File: config.mk
export PLATFORM = sky130hd
export DESIGN_NAME = fft_sample_bank
export DESIGN_NICKNAME = d
export VERILOG_FILES = /design/src/alu_pkg.sv /design/src/fft_sample_bank.sv
export VERILOG_INCLUDE_DIRS = /design/src /design/src/src
export SDC_FILE = /design/constraint.sdc
export NUM_CORES = 1
export LEC_CHECK = 0
export BUFFER_PORTS_ARGS = -buffer_cell sky130_fd_sc_hd__buf_4
export CORE_AREA = 2 2 232 234
export DETAILED_ROUTE_END_ITERATION = 10
export DIE_AREA = 0 0 234 236
export PLACE_DENSITY = 0.66
export SYNTH_ARGS = -nofsm -noshare
export SYNTH_HDL_FRONTEND = slang
export SYNTH_SLANG_ARGS = --single-unit
File: constraint.sdc
create_clock -name clk -period 1.94 [get_ports clk]
set_clock_uncertainty 0.15 [all_clocks]
set_input_delay 0.388 -clock clk [delete_from_list [all_inputs] [get_ports clk]]
set_output_delay 0.388 -clock clk [all_outputs]
set_load 0.01 [all_outputs]
File: src/alu_settings.svh
`ifndef ALU_SETTINGS_SVH
`define ALU_SETTINGS_SVH

// operand and result width
`define ALU_XLEN 32

// transform length
`define FFT_POINTS 8

// fixed point samples, low bits are the fraction
`define FFT_FRAC_BITS 6

// 1/sqrt(2) scaled by 2^FFT_FRAC_BITS
`define FFT_WN 45

// rv32 shifts use the low five bits of src2
`define ALU_SHAMT_BITS 5

`endif

File: src/alu_pkg.sv
`default_nettype none

`include "alu_settings.svh"

package alu_pkg;

    typedef logic [`ALU_XLEN-1:0]       word_t;
    typedef logic [2*`ALU_XLEN-1:0]     dword_t;
    typedef logic [$clog2(`FFT_POINTS)-1:0] sample_idx_t;

    // integer ops first, op_auipc closes the integer group
    typedef enum logic [4:0] {
        op_add,
        op_sub,
        op_mul,
        op_xor,
        op_or,
        op_and,
        op_sll,
        op_srl,
        op_sra,
        op_slt,
        op_sltu,
        op_beq,
        op_bne,
        op_blt,
        op_bge,
        op_lui,
        op_auipc,
        op_fft_load,
        op_fft_cal1,
        op_fft_cal2,
        op_fft_cal3,
        op_fft_export
    } alu_op_e;

    typedef struct packed {
        alu_op_e     op;
        sample_idx_t idx;
        logic        imag;
    } alu_cmd_t;

    typedef struct packed {
        word_t re;
        word_t im;
    } cplx_t;

endpackage

`default_nettype wire

File: src/fft_sample_bank.sv
`default_nettype none
`timescale 1ns/1ps

`include "alu_settings.svh"

module fft_sample_bank import alu_pkg::*; (
    input  logic                      clk,
    input  logic                      rst,
    input  logic                      cmd_valid,
    input  alu_cmd_t                  cmd,
    input  word_t                     src1,
    input  word_t                     src2,
    output cplx_t [`FFT_POINTS-1:0]   samples
);

    logic load_en;

    assign load_en = cmd_valid && (cmd.op == op_fft_load);

    // src1 carries the real part, src2 the imaginary part
    always_ff @(posedge clk) begin
        if (rst) begin
            samples <= '0;
        end else if (load_en) begin
            samples[cmd.idx].re <= src1;
            samples[cmd.idx].im <= src2;
        end
    end

endmodule

`default_nettype wire

Yosys cells after proc, flatten, opt, wreduce, memory -nomap -nowiden
Cells that the tools add are included.
- multiplexer cells: 6
- $lt $le $gt $ge: 2
- equal/unequal tests: 1
- div/mod/pow operators: 0
- reduce and logical (&&, ||, !) cells: 2
- bitwise gates (word level): 0
- $add $sub $neg: 0
- shift operators: 0
- $mul: 0
- operators by type and width (operator ; number):
    512-bit bitwise mux ; 2
    64-bit demux with 3-bit select ; 2
    64-bit two-way mux ; 1
    32-bit two-way mux ; 1
    5-bit equality test (second input constant) ; 1
    3-bit by 4-bit < comparator with 1-bit output (second input constant) ; 1
    3-bit by 1-bit >= comparator with 1-bit output (second input constant) ; 1
    1-bit logical AND ; 2
- bits in writable memories: 0
- bits in latches: 0
- output and inout bits: 512
- logic and storage cells: 27
- memory bits (read-only): 0
- memories kept: 0
- register bits: 512

Logic depth before layout (Yosys ltp)
- word-level depth: 6
- mapped depth: 6
- depth with buffers taken out: 3

Worst setup path before layout
Ideal clock, no wire load.
- kind: input-to-reg
- from: input port cmd[5] in the netlist's numbering
- to: register samples[448] in the netlist's numbering
- library setup time: 72 ps
- data arrival time: 1564 ps
- cell stages on the path: 5
- required time: 1718 ps
- path buffers: 2
- slack: 154 ps
- cells stage by stage: nor4b_4 > and4_1 > buf_4 > buf_8 > mux2i_1
- cells in the longest elaborated chain, start to end: 2
- ends and longest elaborated chain (element ; line ; RTL):
    from (decl) ; fft_sample_bank.sv:10 ; input alu_cmd_t cmd,
    5-bit equality test ; fft_sample_bank.sv:18 ; assign load_en = cmd_valid && (cmd.op == op_fft_load);
    1-bit logical AND ; fft_sample_bank.sv:18 ;
    to (decl) ; fft_sample_bank.sv:13 ; output cplx_t [`FFT_POINTS-1:0] samples
No other way between the ends.
A chain may end at the register's enable or synchronous reset.

Final worst setup path
- from: register samples[69] in the netlist's numbering
- to: output port samples[69] in the netlist's numbering
No word-level cell between the ends.

==> results.py <==
metrics = {
    "sta": {
        "period_share_pct": 85.5,
        "final.min_clock_period_ps": 1660,
        "worst_pin_slew_ps": 528,
        "grt_setup_unrepaired": "no",
        "max_slew_margin_pct": 64.8,
        "drv_slew": 0,
        "finalHoldViolations": 0,
        "fmax_ghz": 0.603,
        "setup_viol": 0,
    },
    "finish": {
        "fin_util_pct": 51.2,
        "drive_gt1_share_pct": 31.6,
        "nets": 2410,
        "max_flop_register": "samples",
        "largest_reg_flops": 512,
        "fillers": 4789,
        "instances_no_fill": 3073,
        "synthToLayoutAreaGrowth_pct": 34.6,
        "reg_top3": "samples x512",
        "postLayoutCellArea_sq_um": 27100,
    },
    "clock_tree": {
        "clock_path_buffers": 3,
        "cts-buffers-inserted": 55,
        "ctsResizeCount": 0,
        "htreeDepth": 2,
        "clock_latency_ps": 580,
        "postCtsHoldBufs": 0,
        "cts.sinks": 512,
        "cts_root_buf": "clkbuf_16",
        "cts_tree": "built",
        "post_cts_buffers": 0,
        "clk_pin_slew_worst_paths_ps": 60,
    },
    "logic_synthesis": {
        "yosys_warnings": 0,
        "synth_area_leaders": "dfxtp_1 (51%), mux2i_1 (25%), nand2b_1 (18%)",
        "synth.avg_cell_area_sq_um": 11.2,
        "synth_top_area_cell": "dfxtp_1",
        "synth_flop_cell": "dfxtp_1",
        "synth_edf_count": 0,
        "synth_nets": 1879,
        "postSynth.asyncResetShare_pct": 0,
        "syn_area_sq_um": 20200,
        "ys_types": 18,
        "synth_seq_area_share_pct": 50.8,
        "synth_cells": 1803,
        "synth_seq_cells": 512,
        "synth.top_cell.area_share_pct": 50.8,
        "synthTopCellsByCount": "nand2b_1 (576), dfxtp_1 (512), mux2i_1 (512)",
        "yosys.cell_count.top_type": "nand2b_1",
    },
    "setup_path": {
        "reg2reg_setup_slack_ps": 1140,
        "cp_max_fo": 2,
        "critPathTopFamily": "flip-flops",
        "r2r_start": "samples[69]",
        "crit_required_ps": 1400,
        "cpPeakStageDelay_ps": 390,
        "worst-path-stages": 1,
        "cp.arrival_ps": 1120,
        "r2r.worst_path.cells": 2,
        "slowest_stage": "dfxtp_1",
        "endpoint_kind": "output pin",
        "setup.worst_path.end": "samples[69]",
        "r2r_end": "samples[69]",
        "worstPathCellList": "buf_4",
        "start_kind": "flop",
        "critical_path_class": "flop to output pin",
        "crit_start": "samples[69]",
        "crit_buf_inv": 1,
    },
    "global_route": {
        "grt_pass1_wl_um": 91100,
        "grt_pass1_vias": 14789,
        "antenna_found_initial": 1,
        "grtUsageTotal_pct": 21.4,
        "grt_overflow": 0,
        "grt_max_degree": 60,
    },
    "detailed_routing": {
        "drc": 0,
        "drtAntennaViolNets": 0,
        "via_count": 14582,
        "drt_iter0_markers": 499,
        "post_drt_wl_per_cell_um": 19.9,
        "dr.pass1.iters": 4,
        "vias_per_cell": 4.75,
        "routed_wl_um": 61000,
    },
    "place": {
        "placed_area_sq_um": 25300,
        "numPortBuffers": 586,
        "gp_congestion": 0.797,
        "hpwlAfterDp_um": 43000,
        "placedCellCount": 2973,
    },
    "power": {
        "p_total_uw": 22000,
        "p_int_uw": 17300,
        "swShare_pct": 21.4,
        "leakagePower_uw": 0.0141,
        "vdd_ir_drop_max_mv": 0.592,
        "seqPwrFrac_pct": 47.9,
        "p_comb_share_pct": 3.8,
        "power.share.clock_pct": 48.3,
        "p_sw_uw": 4710,
        "cellPowerDensity_nw_per_um2": 810,
    },
    "status": {
        "outcome": "finished, final reports clean",
    },
    "flow_run": {
        "cap_violations": 0,
    },
    "floorplan": {
        "initial_core_util_pct": 38.0,
        "core_area_sq_um": 53100,
        "dieWidth_um": 234,
        "rows": 85,
        "fp.dieH_um": 236,
        "die-area_sq_um": 55200,
        "pin_count": 588,
    },
    "worst_hold_path": {
        "holdCritPathClass": "input pin to flop",
    },
}
==> stage by stage <==
step / setup TNS (ps) / setup WS (ps) / hold slack, ps
after global routing: 0 / 224 / 59.4
final: 0 / 281 / 43.4
after detailed placement: -65160 / -249 / 313
after floorplan: 0 / 154 / 343
after CTS: 0 / 221 / 25.2
after global placement: -59390 / -223 / 310
==> worst min path at each step <==
stage                       startpoint            to  slack [ps]  depth (start not counted)
after floorplan           samples[402]  samples[402]         340                          2
after global placement    samples[509]  samples[509]         310                          2
after detailed placement  samples[494]  samples[494]         310                          2
after CTS                     src2[31]  samples[159]          30                          3
after global routing          src2[18]  samples[338]          60                          4
final                         src2[31]  samples[159]          40                          3
==> power groups by stage <==
stage / logic (uW) / registers (uW) / clock network (uW)
after floorplan: 491 / 10800 / 0
after global placement: 843 / 10800 / 0
after detailed placement: 853 / 10800 / 0
after CTS: 855 / 10500 / 10800
after global routing: 903 / 10500 / 11300
final: 846 / 10500 / 10600
==> metal layers <==
metal,global-route usage (%),vias to the layer above,wire length (um)
met2,36.0,428,29200
met4,7.59,0,2130
li1,-,6945,-
met5,0,-,0
met1,25.7,7097,25300
met3,6.41,112,4440
==> final cells by class <==
type | count | area, sq um | share of cell area [%]
multi-input combinational | 1104 | 8870 | 32.7
clock inverter | 17 | 194 | 0.714
sequential | 512 | 10200 | 37.8
timing repair buffer | 661 | 5320 | 19.6
antenna | 1 | 2.50 | 0.00922
tap | 696 | 871 | 3.21
clock buffer | 82 | 1640 | 6.04
==> cells in the final DEF (no fill, tap or decap), types with 3 or more instances in the layout <==
cell type and n:
clkinv_2 10, clkbuf_8 12, buf_12 28, dfxtp_1 512, clkbuf_1 13, nand4b_1 4, mux2i_1 512, nand2b_1 576
clkbuf_16 57, nand4_1 3, buf_4 632, bufinv_16 4
==> cell families (layout without fill, tap and decap cells) <==
group	Yosys count	in the layout	synth area share, %
flops	512	512	50.8
other cells	0	1	0
simple gates	592	592	18.5
mux	512	512	25.4
buf+inv	187	760	5.24
==> worst min-delay path: cells and delay by family <==
kind / cells / cell delay [ps]
mux: 1 / 140
simple gates: 1 / 120
buf+inv: 1 / 80
Note: power is estimated with default switching activity, not from simulation.
