[src/alu_settings.svh]
`ifndef ALU_SETTINGS_SVH
`define ALU_SETTINGS_SVH

// operand and result width
`define ALU_XLEN 32

// transform length
`define FFT_POINTS 8

// fixed point samples, low bits are the fraction
`define FFT_FRAC_BITS 6

// 1/sqrt(2) scaled by 2^FFT_FRAC_BITS
`define FFT_WN 45

// rv32 shifts use the low five bits of src2
`define ALU_SHAMT_BITS 5

`endif

[src/alu_pkg.sv]
`default_nettype none

`include "alu_settings.svh"

package alu_pkg;

    typedef logic [`ALU_XLEN-1:0]       word_t;
    typedef logic [2*`ALU_XLEN-1:0]     dword_t;
    typedef logic [$clog2(`FFT_POINTS)-1:0] sample_idx_t;

    // integer ops first, op_auipc closes the integer group
    typedef enum logic [4:0] {
        op_add,
        op_sub,
        op_mul,
        op_xor,
        op_or,
        op_and,
        op_sll,
        op_srl,
        op_sra,
        op_slt,
        op_sltu,
        op_beq,
        op_bne,
        op_blt,
        op_bge,
        op_lui,
        op_auipc,
        op_fft_load,
        op_fft_cal1,
        op_fft_cal2,
        op_fft_cal3,
        op_fft_export
    } alu_op_e;

    typedef struct packed {
        alu_op_e     op;
        sample_idx_t idx;
        logic        imag;
    } alu_cmd_t;

    typedef struct packed {
        word_t re;
        word_t im;
    } cplx_t;

endpackage

`default_nettype wire

[src/int_alu.sv]
`default_nettype none
`timescale 1ns/1ps

`include "alu_settings.svh"

module int_alu import alu_pkg::*; (
    input  logic     clk,
    input  logic     rst,
    input  logic     cmd_valid,
    input  alu_cmd_t cmd,
    input  word_t    src1,
    input  word_t    src2,
    input  word_t    curr_pc,
    output logic     int_valid,
    output word_t    int_result,
    output logic     zero
);

    logic [`ALU_SHAMT_BITS-1:0] shamt;
    word_t                      result_d;
    logic                       zero_d;
    logic                       valid_d;

    assign shamt = src2[`ALU_SHAMT_BITS-1:0];

    always_comb begin
        result_d = '0;
        zero_d   = 1'b0;
        valid_d  = 1'b1;
        case (cmd.op)
            op_add:   result_d = src1 + src2;
            op_sub:   result_d = src1 - src2;
            // low half is the same for signed and unsigned
            op_mul:   result_d = src1 * src2;
            op_xor:   result_d = src1 ^ src2;
            op_or:    result_d = src1 | src2;
            op_and:   result_d = src1 & src2;
            op_sll:   result_d = src1 << shamt;
            op_srl:   result_d = src1 >> shamt;
            op_sra:   result_d = word_t'($signed(src1) >>> shamt);
            op_slt:   result_d = word_t'($signed(src1) < $signed(src2));
            op_sltu:  result_d = word_t'(src1 < src2);
            op_beq:   zero_d = (src1 == src2);
            op_bne:   zero_d = (src1 != src2);
            op_blt:   zero_d = ($signed(src1) < $signed(src2));
            op_bge:   zero_d = ($signed(src1) >= $signed(src2));
            op_lui:   result_d = src2;
            op_auipc: result_d = curr_pc + src2;
            // fft commands are handled elsewhere
            default:  valid_d = 1'b0;
        endcase
    end

    always_ff @(posedge clk) begin
        if (rst) begin
            int_valid <= 1'b0;
            zero      <= 1'b0;
        end else begin
            int_valid <= cmd_valid & valid_d;
            zero      <= cmd_valid & zero_d;
        end
    end

    always_ff @(posedge clk) begin
        if (cmd_valid && valid_d) begin
            int_result <= result_d;
        end
    end

endmodule

`default_nettype wire

[config.mk]
export PLATFORM = sky130hd
export DESIGN_NAME = int_alu
export DESIGN_NICKNAME = d
export VERILOG_FILES = /design/src/alu_pkg.sv /design/src/int_alu.sv
export VERILOG_INCLUDE_DIRS = /design/src /design/src/src
export SDC_FILE = /design/constraint.sdc
export NUM_CORES = 2
export LEC_CHECK = 0
export BUFFER_PORTS_ARGS = -buffer_cell sky130_fd_sc_hd__buf_2
export CORE_ASPECT_RATIO = 1.1
export CORE_UTILIZATION = 42
export DETAILED_ROUTE_END_ITERATION = 8
export GPL_TIMING_DRIVEN = 1
export PLACE_DENSITY = 0.67
export SYNTH_ARGS = -nofsm -noshare
export SYNTH_HDL_FRONTEND = slang
export SYNTH_SLANG_ARGS = --single-unit
[constraint.sdc]
create_clock -name clk -period 29.7 [get_ports clk]
set_input_delay 2.97 -clock clk [delete_from_list [all_inputs] [get_ports clk]]
set_output_delay 2.97 -clock clk [all_outputs]
set_load 0.05 [all_outputs]
; ---- Word level (Yosys, flattened, before mapping)
; Index checks and enable logic that the tools add are counted.
[totals]
regBits = 34
out_inout_bits = 34
wordCells = 42
[op_classes]
addsub = 3
mul = 1
n_lt_le_gt_ge = 3
eq_ne = 18
shift = 3
muxes = 3
bitwise = 5
reduce_logical = 3
[ops]
columns = cell, count
row1 = $pmux W32 S13, 1
row2 = $add A32 B32 Y32, 2
row3 = $lt A32 B32 Y1, 2
row4 = $eq A5 B4 Y1 const B, 8
row5 = $and A32 B32 Y32, 1
row6 = $eq A32 B32 Y1, 1
row7 = $ge A32 B32 Y1, 1
row8 = $mul A32 B32 Y32, 1
row9 = $ne A32 B32 Y1, 1
row10 = $or A32 B32 Y32, 1
row11 = $shl A32 B5 Y32, 1
row12 = $shr A32 B5 Y32, 1
row13 = $sshr A32 B5 Y32, 1
row14 = $sub A32 B32 Y32, 1
row15 = $xor A32 B32 Y32, 1
row16 = $eq A5 B3 Y1 const B, 4
row17 = $reduce_or A17 Y1, 1
row18 = $eq A5 B2 Y1 const B, 2
row19 = $eq A5 B1 Y1 const B, 1
row20 = $eq A5 B5 Y1 const B, 1
row21 = $logic_not A5 Y1, 1
row22 = $pmux W1 S4, 1
row23 = $and A1 B1 Y1, 2
row24 = $logic_and A1 B1 Y1, 1
row25 = $mux W1, 1

; ---- Logic depth before layout (Yosys ltp)
[logic_depth]
word_depth = 4
mapped_depth = 31

; ---- Worst setup path before layout
; Ideal clock, no wire load.
[synth_path]
path_type = input to register
from = in src2[2]
to = reg int_result[30], data pin
arrival_time_ns = 11.164
required_ns = 29.435
setup_slack_ns = 18.270
stages = 28
n_path_buf = 5
cell_sequence = clkbuf_1 inv_1 buf_1 clkbuf_1 clkbuf_1 clkbuf_1 nor2_1 fa_1 inv_1 fa_1 fa_1 fa_1 inv_1 fa_1 inv_1 fa_1 inv_1 fa_1 fa_1 ha_1 a21o_1 a311oi_1 o21bai_1 a221oi_4 o21ai_2 a211o_1 or3b_1 or3_1
[synth_via]
elab_chain_len = 2
word_cells_on_any_way = 8
classes_between = add/sub (3) / mul (1) / shift (3) / mux (1)
[synth_rtl]
columns = item, line
row1 = from (decl), int_alu.sv:12  ; input word_t src2,
row2 = $mul A32 B32 Y32 (tied with other cells), int_alu.sv:34  ; op_mul: result_d = src1 * src2;
row3 = $pmux W32 S13 *, int_alu.sv:30  ; case (cmd.op)
row4 = named net result_d[30], int_alu.sv:20  ; word_t result_d;
row5 = to (signal assigned), int_alu.sv:66  ; int_result <= result_d;
row6 = to (decl), int_alu.sv:15  ; output word_t int_result,
; Mark *: on every way through the listed nets, which the timed path passes. The rest lies on a longest branch.
; A chain may end at the register's enable or synchronous reset.

; ---- Worst setup path in the final report
[layout_path]
from = in src1[6]
to = reg int_result[30], data pin
[layout_via]
elab_chain_len = 2
word_cells_on_any_way = 7
classes_between = add/sub (2) / mul (1) / shift (3) / mux (1)
[layout_rtl]
columns = item, line
row1 = from (decl), int_alu.sv:11  ; input word_t src1,
row2 = $mul A32 B32 Y32 (tied with other cells), int_alu.sv:34
row3 = $pmux W32 S13 *, int_alu.sv:30
row4 = named net result_d[30], int_alu.sv:20
; Marked as above.

==> results_dict.tcl <==
set metrics [dict create \
    status "finished clean" \
    clkTransAtPathRegs_ps 60 \
    vias_in_the_first_global_route 24360 \
    startpoint_type "primary input" \
    critical_path_peak_fanout 19 \
    synthFlopType "sky130_fd_sc_hd__edfxtp_1" \
    timing_max_transition_violations_final 0 \
    synth_cell_type_count 82 \
    startpoint_of_the_most_critical_hold_path "rst" \
    timing.fmax_ghz 0.08699 \
    vias 24260 \
    drc_errors 0 \
    synth_top_area_share_pct 32.15 \
    yosys_register_bits 34 \
    gr-total-overflow 0 \
    cts.hold.buffers_added 0 \
    cts_tree "yes" \
    period_utilization_post_route_pct 38.71 \
    timing.max_cap.violations 0 \
    synth-seq-area-share_pct 3.920 \
    flow.area_growth_from_synthesis_pct 5.773 \
    async_reset_ff_share_pct 0 \
    tritoncts_num_sinks 34 \
    cts_setup_buffers 0 \
    placementRows 94 \
    hold_depth 2 \
    finalSetupTns_ps 0 \
    initial_utilization_pct 42.57 \
    netlist.top_cell.by_area "sky130_fd_sc_hd__fa_1" \
    drt_first_iter_violations 2816 \
    cts_buffers 5 \
    post_synth_edffs 32 \
    worstHoldEndpoint "int_valid" \
    drt-total-wl_um 105000 \
    worstPathArrival_ps 11540 \
    period_minus_slack_ps 11500 \
    tightest_slew_ps 1339 \
    synthesis.yosys.warnings 0 \
    syn-instance-count 3126 \
    endpoint_kind_of_the_worst_setup_timing_path "register" \
    setup_viol 0 \
    post_synthesis_net_count 3895 \
    cts.repair.resized 0 \
    hold_slack_ps 2839 \
    criticalPathCategory "primary input to register" \
    rsz_0062_raised_after_global_routing "false" \
    grt_start_max_net_pins 58 \
    mostFrequentLayoutCell "sky130_fd_sc_hd__nor2_1" \
    chipWidth_um 237.1 \
    place.detailed.hpwl_um 78780 \
    drt_first_pass_iters 6 \
    critPathRequiredTime_ps 29750 \
    synth_area_leaders "sky130_fd_sc_hd__fa_1 32%, sky130_fd_sc_hd__ha_1 12%, sky130_fd_sc_hd__nor2_1 6.9%" \
    post_synth.cell_area_avg_um2 8.168 \
    globalplace.congestion 1.008 \
    numPortBuffers 137 \
    grt_pass1_wl_um 157300 \
    fp.dieArea_mm2 0.06178 \
    drt-wirelength-per-cell_um 26.88 \
    hold_path_class "primary input to register" \
    grtUsageTotal_pct 34.59 \
    drive_gt1_share_pct 9.802 \
    worst_slew_margin_rel_pct 10.76 \
    finalHoldViolations 0 \
    most-common-layout-cells "469 x sky130_fd_sc_hd__nor2_1, 454 x sky130_fd_sc_hd__inv_1, 410 x sky130_fd_sc_hd__fa_1, 309 x sky130_fd_sc_hd__nand2_1, 251 x sky130_fd_sc_hd__ha_1" \
    postRouteAntennaNets 0 \
    die_h_um 260.6 \
    syn-cell-area_mm2 0.02553 \
    placeableCoreArea_mm2 0.05998 \
    cts-root-to-sink-buffers 2 \
    clock-root-buffer "sky130_fd_sc_hd__clkbuf_16" \
    vias_per_cell 6.208 \
    h_tree_lvl_count 2 \
    number_of_nets_in_the_finished_design 3900 \
    floorplan.io_pins 142 \
    grt_antenna_before_repair 7 \
]
-- worst max-delay path by stage --
stage	slack, ps	cells after the start	start	end
3_3_place_gp	18080	24	src1[6]	int_result[30]
5_1_grt	17980	27	src1[6]	int_result[30]
6_report	18200	27	src1[6]	int_result[30]
4_1_cts	18330	27	src1[6]	int_result[30]
2_1_floorplan	18270	28	src2[2]	int_result[30]
3_5_place_dp	18050	27	src1[6]	int_result[30]
-- worst max-delay path, cell delays in order --
cell and delay, ps:
sky130_fd_sc_hd__buf_2 80, sky130_fd_sc_hd__buf_4 400, sky130_fd_sc_hd__clkinv_1 1020, sky130_fd_sc_hd__nor2_1 440, sky130_fd_sc_hd__fa_1 440, sky130_fd_sc_hd__inv_1 80, sky130_fd_sc_hd__fa_1 170, sky130_fd_sc_hd__inv_1 60
sky130_fd_sc_hd__fa_1 470, sky130_fd_sc_hd__inv_1 50, sky130_fd_sc_hd__fa_1 470, sky130_fd_sc_hd__inv_1 50, sky130_fd_sc_hd__fa_1 510, sky130_fd_sc_hd__inv_1 60, sky130_fd_sc_hd__fa_1 530, sky130_fd_sc_hd__inv_1 50
sky130_fd_sc_hd__fa_1 490, sky130_fd_sc_hd__fa_1 440, sky130_fd_sc_hd__ha_1 380, sky130_fd_sc_hd__a21o_1 240, sky130_fd_sc_hd__a311oi_1 290, sky130_fd_sc_hd__o21bai_1 150, sky130_fd_sc_hd__a221oi_4 430, sky130_fd_sc_hd__o21ai_2 170
sky130_fd_sc_hd__a211o_1 330, sky130_fd_sc_hd__or3b_1 370, sky130_fd_sc_hd__or3_1 390
-- layout make-up --
type	instances	area, um^2
inverters	472	1772
diodes	7	17.52
well taps	768	960.9
repair buffers	182	1028
clock buffers	5	125.1
clock inverters	3	45.04
fillers	6037	32980
flip-flops and latches	34	1001
multi-input cells	2436	22060
-- kinds of logic after synthesis --
family                     after synthesis  synth area share (%)
muxes                                  152                 7.537
xor gates and xnor gates               125                 4.288
buffers and inverters                  656                 9.796
and+or+nand+nor                        977                 16.20
AOI/OAI and AO/OA                      521                 13.81
adders and majority gates              661                 44.45
DFF                                     34                 3.920
-- per-layer routing --
metal  global-route usage [%]  wire length (um)
met1                    43.77             39870
met2                    52.65             44900
met3                    9.340             12480
met4                    21.43              7755
met5                        0                34
-- per-stage QoR --
| stage | worst slack (ps) | instance area, um^2 | cells | util [%] |
|---|---|---|---|---|
| final | 18200 | 27010 | 3907 | 45.03 |
| after detailed placement | 18050 | 26820 | 3892 | 44.71 |
| after global placement | 18080 | 26820 | 3892 | 44.71 |
| after CTS | 18330 | 26990 | 3900 | 45.00 |
| after global routing | 17980 | 26990 | 3900 | 45.00 |
| after floorplan | 18270 | 25530 | 3126 | - |
-- registers in the layout, summed over array words and instances, names as in the netlist --
register,cells
int_result,32
zero,1
int_valid,1
-- synthesized netlist by cell type, types with 7 or more instances --
cell type / instances
sky130_fd_sc_hd__nand2b_1: 28
sky130_fd_sc_hd__mux2i_1: 73
sky130_fd_sc_hd__xor2_1: 31
sky130_fd_sc_hd__nor2b_1: 16
sky130_fd_sc_hd__a211oi_1: 34
sky130_fd_sc_hd__a211o_1: 11
sky130_fd_sc_hd__o211ai_1: 34
sky130_fd_sc_hd__fa_1: 410
sky130_fd_sc_hd__a21o_1: 25
sky130_fd_sc_hd__nand3b_1: 7
sky130_fd_sc_hd__mux2_2: 52
sky130_fd_sc_hd__and2_1: 13
sky130_fd_sc_hd__nor2_1: 470
sky130_fd_sc_hd__inv_1: 457
sky130_fd_sc_hd__mux4_2: 27
sky130_fd_sc_hd__buf_2: 10
sky130_fd_sc_hd__nand4_1: 9
sky130_fd_sc_hd__a21oi_1: 128
sky130_fd_sc_hd__a31oi_1: 13
sky130_fd_sc_hd__clkinv_1: 11
sky130_fd_sc_hd__edfxtp_1: 32
sky130_fd_sc_hd__o221ai_1: 14
sky130_fd_sc_hd__o2111ai_1: 15
sky130_fd_sc_hd__or2_2: 12
sky130_fd_sc_hd__o21bai_1: 17
sky130_fd_sc_hd__o22ai_1: 12
sky130_fd_sc_hd__xnor2_1: 94
sky130_fd_sc_hd__buf_1: 32
sky130_fd_sc_hd__or3_1: 13
sky130_fd_sc_hd__a22oi_1: 20
sky130_fd_sc_hd__nand2_1: 310
sky130_fd_sc_hd__clkbuf_1: 137
sky130_fd_sc_hd__a221oi_1: 20
sky130_fd_sc_hd__ha_1: 251
sky130_fd_sc_hd__nor4_1: 11
sky130_fd_sc_hd__o21ai_0: 99
sky130_fd_sc_hd__nand3_1: 34
sky130_fd_sc_hd__nor3_1: 27
sky130_fd_sc_hd__and3_1: 10
Power is left out: the tool's default activity adds up to more than one toggle a clock period on the data nets, which glitch-free logic cannot reach.
